===== src/soc_bus_pkg.sv =====
package soc_bus_pkg;

	localparam int ADDR_W = 32;
	localparam int DATA_W = 64;
	localparam int HALF_W = 32;
	localparam int SEL_W  = DATA_W / 8;

	typedef logic [ADDR_W-1:0] addr_t;
	typedef logic [DATA_W-1:0] data_t;
	typedef logic [HALF_W-1:0] half_t;
	typedef logic [SEL_W-1:0]  sel_t;

	typedef enum logic [2:0] {
		REG_RAM,
		REG_ROM,
		REG_TEXT,
		REG_LED,
		REG_NONE
	} region_e;

	// Upper address bits of each region.
	localparam logic [15:0] RAM_BASE_HI = 16'h0000;
	localparam logic [15:0] ROM_BASE_HI = 16'h0001;
	localparam logic [15:0] TEXT_MEM_HI = 16'hFFD0;  // Character memory.
	localparam logic [15:0] TEXT_REG_HI = 16'hFFDA;  // Cursor and colour.
	localparam logic [23:0] LED_BASE_HI = 24'hFFDC06;

	// Word n of the ROM holds this plus n in its upper half.
	localparam logic [31:0] ROM_SIGNATURE = 32'hB007_0000;

endpackage


===== src/bus_ctrl.sv =====
module bus_ctrl (
	input  logic               clk,
	input  logic               rst_n_i,
	input  logic               cyc_i,
	input  logic               stb_i,
	input  logic               we_i,
	input  soc_bus_pkg::sel_t  sel_i,
	input  soc_bus_pkg::addr_t adr_i,
	input  soc_bus_pkg::data_t dat_i,
	input  soc_bus_pkg::data_t ram_dat_i,
	input  soc_bus_pkg::data_t rom_dat_i,
	input  soc_bus_pkg::half_t text_dat_i,
	input  logic               rom_rdy_i,
	input  logic               text_rdy_i,
	output logic               ram_cs_o,
	output logic               rom_cs_o,
	output logic               text_cs_o,
	output logic               ack_o,
	output logic               err_o,
	output soc_bus_pkg::data_t dat_o,
	output logic [7:0]         led_o
);
	import soc_bus_pkg::*;

	logic    req;
	logic    pend_q;
	logic    first;
	logic    led_ack_q;
	region_e region;

	assign req   = cyc_i & stb_i;
	assign first = req & ~pend_q;  // First cycle of a request.

	always_comb begin
		region = REG_NONE;
		if (req) begin
			if (adr_i[31:16] == RAM_BASE_HI)
				region = REG_RAM;
			else if (adr_i[31:16] == ROM_BASE_HI)
				region = REG_ROM;
			else if (adr_i[31:16] == TEXT_MEM_HI || adr_i[31:16] == TEXT_REG_HI)
				region = REG_TEXT;
			else if (adr_i[31:8] == LED_BASE_HI)
				region = REG_LED;
		end
	end

	assign ram_cs_o  = req & (region == REG_RAM);
	assign rom_cs_o  = req & (region == REG_ROM);
	assign text_cs_o = req & (region == REG_TEXT);

	// RAM answers in the request cycle, the rest one cycle later.
	assign ack_o = ram_cs_o | rom_rdy_i | text_rdy_i | led_ack_q;

	always_ff @(posedge clk) begin
		if (!rst_n_i) begin
			pend_q    <= 1'b0;
			led_ack_q <= 1'b0;
			err_o     <= 1'b0;
			led_o     <= '0;
		end else begin
			pend_q    <= req;  // Held until stb drops.
			led_ack_q <= first & (region == REG_LED);
			err_o     <= first & (region == REG_NONE);
			if (first && region == REG_LED && we_i && sel_i[0])
				led_o <= dat_i[7:0];
		end
	end

	always_comb begin
		case (region)
			REG_RAM:  dat_o = ram_dat_i;
			REG_ROM:  dat_o = rom_dat_i;
			REG_TEXT: dat_o = {2{text_dat_i}};  // Same word on both halves.
			REG_LED:  dat_o = {{(DATA_W-8){1'b0}}, led_o};
			default:  dat_o = '0;
		endcase
	end

endmodule


===== config.mk =====
export PLATFORM = sky130hd
export DESIGN_NAME = bus_ctrl
export DESIGN_NICKNAME = d
export VERILOG_FILES = /design/src/soc_bus_pkg.sv /design/src/bus_ctrl.sv
export SDC_FILE = /design/constraint.sdc
export NUM_CORES = 1
export LEC_CHECK = 0
export BUFFER_PORTS_ARGS = -buffer_cell sky130_fd_sc_hd__buf_2
export CAP_MARGIN = 30
export CORE_AREA = 2 2 134 136
export CTS_BUF_LIST = sky130_fd_sc_hd__clkbuf_2 sky130_fd_sc_hd__clkbuf_4 sky130_fd_sc_hd__clkbuf_8
export DETAILED_ROUTE_END_ITERATION = 10
export DIE_AREA = 0 0 136 138
export SLEW_MARGIN = 10
export SYNTH_ARGS = -nofsm -noshare
export SYNTH_HDL_FRONTEND = slang
export SYNTH_SLANG_ARGS = --single-unit
export TNS_END_PERCENT = 20

===== constraint.sdc =====
create_clock -name clk -period 1.9 [get_ports clk]
set_input_delay 0.19 -clock clk [delete_from_list [all_inputs] [get_ports clk]]
set_output_delay 0.19 -clock clk [all_outputs]
set_load 0.05 [all_outputs]

* After elaboration in Yosys (flattened, before gate mapping) *
Index checks and enable logic that the tools add are counted.

word-level totals
  output and inout port bits = 77
  bits of input ports = 271
  flip-flop bits (word level) = 11
  word-level logic and storage cells = 35

cells by class
  equality and inequality tests = 8
  mux-type cells = 6
  bitwise gates (word level) = 11
  reduce and logical (&&, ||, !) cells = 6

operator list
  operator              count
  $pmux 64 s4           1
  $eq 16x16->1 const B  2
  $eq 24x24->1 const B  1
  $eq 16x1->1 const B   1
  $logic_not 16->1      1
  $mux 3                5
  $and 1x1->1           7
  $eq 3x2->1 const B    2
  $eq 3x1->1 const B    1
  $eq 3x3->1 const B    1
  $logic_and 1x1->1     3
  $logic_not 3->1       1
  $or 1x1->1            3
  $logic_or 1x1->1      1
  $not 1->1             1

* Logic depth before layout (Yosys ltp) *
  depth after elaboration = 11
  gate-level depth with buffers = 8
  depth with buffers taken out = 4

* Worst setup path after synthesis *
Ideal clock, no wire load.

  kind = input-to-output
  start = input adr_i[18]
  end = output dat_o[32]
  setup slack = -0.517 ns
  data arrival time = 2.227 ns
  buffers on the path = 2
  stages = 6
  data required time = 1.710 ns
  path through = nor4_1 -> nand4_1 -> or2_2 -> clkbuf_1 -> clkbuf_1 -> o21ai_0

on the way
  cells in the longest elaborated chain, start to end = 8
  elaborated cells on any way between the ends = 16
  those cells by class = eq/ne (7); mux (6); reduce/logical (3)

ends and longest elaborated chain
  element                                              line                            text
  start: declaration                                   bus_ctrl.sv:8                   input soc_bus_pkg::addr_t adr_i,
  $eq 24x24->1 / $eq 16x16->1 (equally long branches)  bus_ctrl.sv:43, bus_ctrl.sv:41
  $mux 3 / $logic_or 1x1->1 (equally long branches)    bus_ctrl.sv:43, bus_ctrl.sv:41
  $mux 3                                               bus_ctrl.sv:41                  else if (adr_i[31:16] == TEXT_MEM_HI || adr_i[31:16] == TEXT_REG_HI)
  $mux 3                                               bus_ctrl.sv:39                  else if (adr_i[31:16] == ROM_BASE_HI)
  $mux 3 *                                             bus_ctrl.sv:37                  if (adr_i[31:16] == RAM_BASE_HI)
  $mux 3 *                                             bus_ctrl.sv:36                  if (req) begin
  $eq 3x2->1, or another cell as far along             bus_ctrl.sv:71                  case (region)
  $pmux 64 s4 *                                        bus_ctrl.sv:71
  end: declaration                                     bus_ctrl.sv:20                  output soc_bus_pkg::data_t dat_o,

Mark *: on every way between the ends. The rest lies on a longest branch, timed or not.

* Worst setup path after layout *
  start = input adr_i[18]
  end = output dat_o[35]

Same word-level chain as after synthesis.

==> summary.md <==
The distinct cell type count of the synthesized netlist was 36; the maximum net fanout on the critical path was 39. The tools report the capture point of the worst reg-to-reg path as led_o[4]. The critical setup path kind was input port to output pin.

Initial standard-cell utilization of the core: 0.1190. The synthesized design contains 0 enable-type register cells. TritonCTS built the clock tree. The tightest hold path in the finished design has a slack of 0.2059 ns.

The max-slew violation count was 0; the relative max-transition margin was 0.6330. The tools report the sum of negative setup slack as -0.02884 ns. Once layout is done, the placed cells without fillers occupy 4651 sq um. The final critical-path required period is 1.916 ns. The region available for standard cell placement spans 17530 sq um. No sink is reached through more buffers than the 2 on the longest clock path. Summed over all layers, the routed wires come to 10.88 mm.

Across the VDD grid, the largest voltage drop is 0.0001620 V. The flow ran to the end, but the final reports show violations. Counting every instance in the synthesized netlist gives 241. The number of warning messages in the yosys log came out at 0. The worst register-to-register path has a depth of 4. The sequential cells in the finished layout cover a total of 220.2 sq um. The tree is rooted in a clkbuf_8. The worst register-to-register path begins at pend_q.

For the via count of the first global-routing pass, the log shows 3075. The average cell area after synthesis is 8.655 sq um. The tools report the area of combinational cells with multiple inputs as 2041 sq um.

The detail route stage leaves a number of antenna-violating nets equal to 0. Power consumption: 0.0009199 W. The proportion of register bits with asynchronous set or reset after synthesis is 0, and the overall die height is 138 microns. The floorplan die area is 18770 sq um, and the number of nets at the end of the flow is 804. Across all register-to-register paths, the minimum setup slack is 0.34 ns. Dividing the detail-routed wire length by the instance count gives 14.29 microns. The post-detailed-route via-to-cell ratio works out to 4.200.

The number of iterations in the first detailed-routing pass came out at 4. Classification of the worst-slack hold path: input port to flop. The detailed-route via count is 3196. Relative to the synthesized area, the layout overhead comes to 123.0%. The worst-margin pin slew works out to 0.5506 ns.

The number of hold buffers added after CTS was 0. The total overflow left after global routing is 0. In this run the core area contains 49 standard-cell rows.

The worst setup slack after layout came out at -0.01569 ns. For this design, the sink count on the clock tree is 11. The fraction of layout instances using a drive strength above 1 came out at 0.7105. In this run, CTS created clock tree buffers numbering 3. The synthesized design contains 11 register bits. The latest clock arrival within the worst-skew pair was 0.23 ns; the data required time at the worst endpoint was 1.71 ns.

For this run, design rule violations remaining after detail routing come to 0. In this run the power density over the cells is 197.8 nW/um^2. Startpoint type of the worst setup path: an input port. The worst setup slack after placement is -0.1190 ns. Clock skew on the completed layout was measured at 0.001071 ns.

The clock-pin slew reported for the worst setup and hold paths after clock tree synthesis was 0.05 ns. For the weighted congestion at the end of routability-driven global placement, the log shows 0.7677. Counting every net in the synthesized netlist gives 512.

The share of the yosys chip area belonging to registers was 0.1056. The number of maximum-capacitance violations was 0. The aggregate global-route resource usage was 0.1026. The initial antenna violation count came out at 0. The endpoint of the most critical setup path was dat_o[35].

Entering global routing, the biggest net connects 68 pins. The ratio of final minimum period to clock period is 1.008, and the final setup violation count is 3. The maximum level of the CTS H-tree came out at 1.

The library cells used most frequently in the layout, excluding fill and tap cells, are buf_2, mux2i_1, buf_4, buf_6, o2bb2ai_2. The run gives 2.294 nW as the static power due to leakage. The tools report the element type at the critical path end as an output pin. The most used flip-flop cell after synthesis is dfxtp_1. Fill cells in the final layout number 1927. The mapped netlist covers 2086 sq um. For the highest clock rate, the log shows 522.0 MHz.

The run gives 0 as the final antenna diode count. The tools report the number of hold-slack violations in the final timing report as 0. Port buffering added 276 buffers. At the worst endpoint, the arrival time is 1.73 ns.

The placed instances occupy a cell area of 4111 sq um. Setup repair after global routing could not meet its margin everywhere. Pin placement for this block handled 348 I/O pins.

The HPWL reported at the end of detailed placement came out at 8.607 mm. Leaving out fill and tap cells, the most frequent cell in the layout is buf_2. The most critical setup path has its startpoint at adr_i[18]. The first routing iteration left 68 violations. The worst hold path was traced through 3 stages. The floorplan step set the die width to 136 microns. The first global-routing pass estimated 15.57 mm of wire. The final reports fail on setup timing.
-- stage by stage --
step                      instances    util
final                           761  0.2652
after floorplan                 241       -
after detailed placement        748  0.2345
after global routing            761  0.2652
after CTS                       758  0.2498
after global placement          748  0.2345
-- state kept, by name, indices dropped and copies added (netlist names) --
register	cells
led_o	8
err_o	1
led_ack_q	1
pend_q	1
-- cell families (layout without fill, tap and decap cells) --
kind of cell,Yosys count,in the layout,synth area share
AOI/OAI and AO/OA,82,82,0.3323
buffers and inverters,27,318,0.06539
and+or+nand+nor,56,56,0.1854
DFF,11,11,0.1056
xor gates and xnor gates,1,1,0.004200
muxes,64,64,0.3071
-- cells in the mapped netlist, types with 2 or more instances --
library cell  number  area share
nor3_1             2      0.0048
dfxtp_1           11        0.11
clkbuf_1          11       0.020
nor3_2             2      0.0096
mux2i_1           64        0.31
nor4_1             3      0.0090
nor2_1             3      0.0054
o2bb2ai_2         10       0.072
nand4_1            2      0.0060
o2bb2ai_1         38        0.16
nor4_4             2       0.020
buf_1              2      0.0036
o21ai_0           10       0.024
o21ai_1            8       0.019
or4_1              2      0.0072
nand4b_1           2      0.0084
and3_1             2      0.0060
a21boi_1           8       0.029
nand3_1           25       0.060
nand2_1            2      0.0036
buf_2             10       0.024
o211ai_1           8       0.029
-- where the power goes --
group | internal [W] | switching, W
sequential | 0.000233 | 0.000000930
combinational | 0.000239 | 0.000204
clock | 0.000161 | 0.0000821
total | 0.000633 | 0.000287
-- layer usage --
layer,part of all wire,vias up,GRT usage
met5,0,-,0
met3,0.059,8,0.01577
li1,-,1560,-
met2,0.52,126,0.1870
met1,0.42,1502,0.1298
met4,0.0056,0,0.01151
-- how the worst min path moves through the flow --
stage,startpoint,endpoint,slack [ns]
3_3_place_gp,dat_i[5],led_o[5],0.45
2_1_floorplan,stb_i,pend_q,0.34
5_1_grt,dat_i[4],led_o[4],0.22
4_1_cts,dat_i[4],led_o[4],0.20
3_5_place_dp,dat_i[0],led_o[0],0.45
6_report,dat_i[6],led_o[6],0.21
-- critical path: stages --
cell and delay (ns):
buf_2 0.11, nor4_1 0.27, nand4_1 0.19, or2_4 0.30, buf_12 0.17, o21ai_1 0.19
clkbuf_4 0.26
-- cell type report --
type | count | share of cell area
timing repair buffer | 313 | 0.4409
multi-input combinational | 203 | 0.4388
tap | 229 | 0.06161
sequential | 11 | 0.04735
clock buffer | 4 | 0.01049
inverter | 1 | 0.0008071
-- timing repair --
action                                  CTS  global route
pin swaps                                 5            11
gates resized for setup                  64            68
setup buffers                             5             2
cloned                                    1             1
endpoints found under the setup margin   65            66
Note: power is estimated with default switching activity, not from simulation.
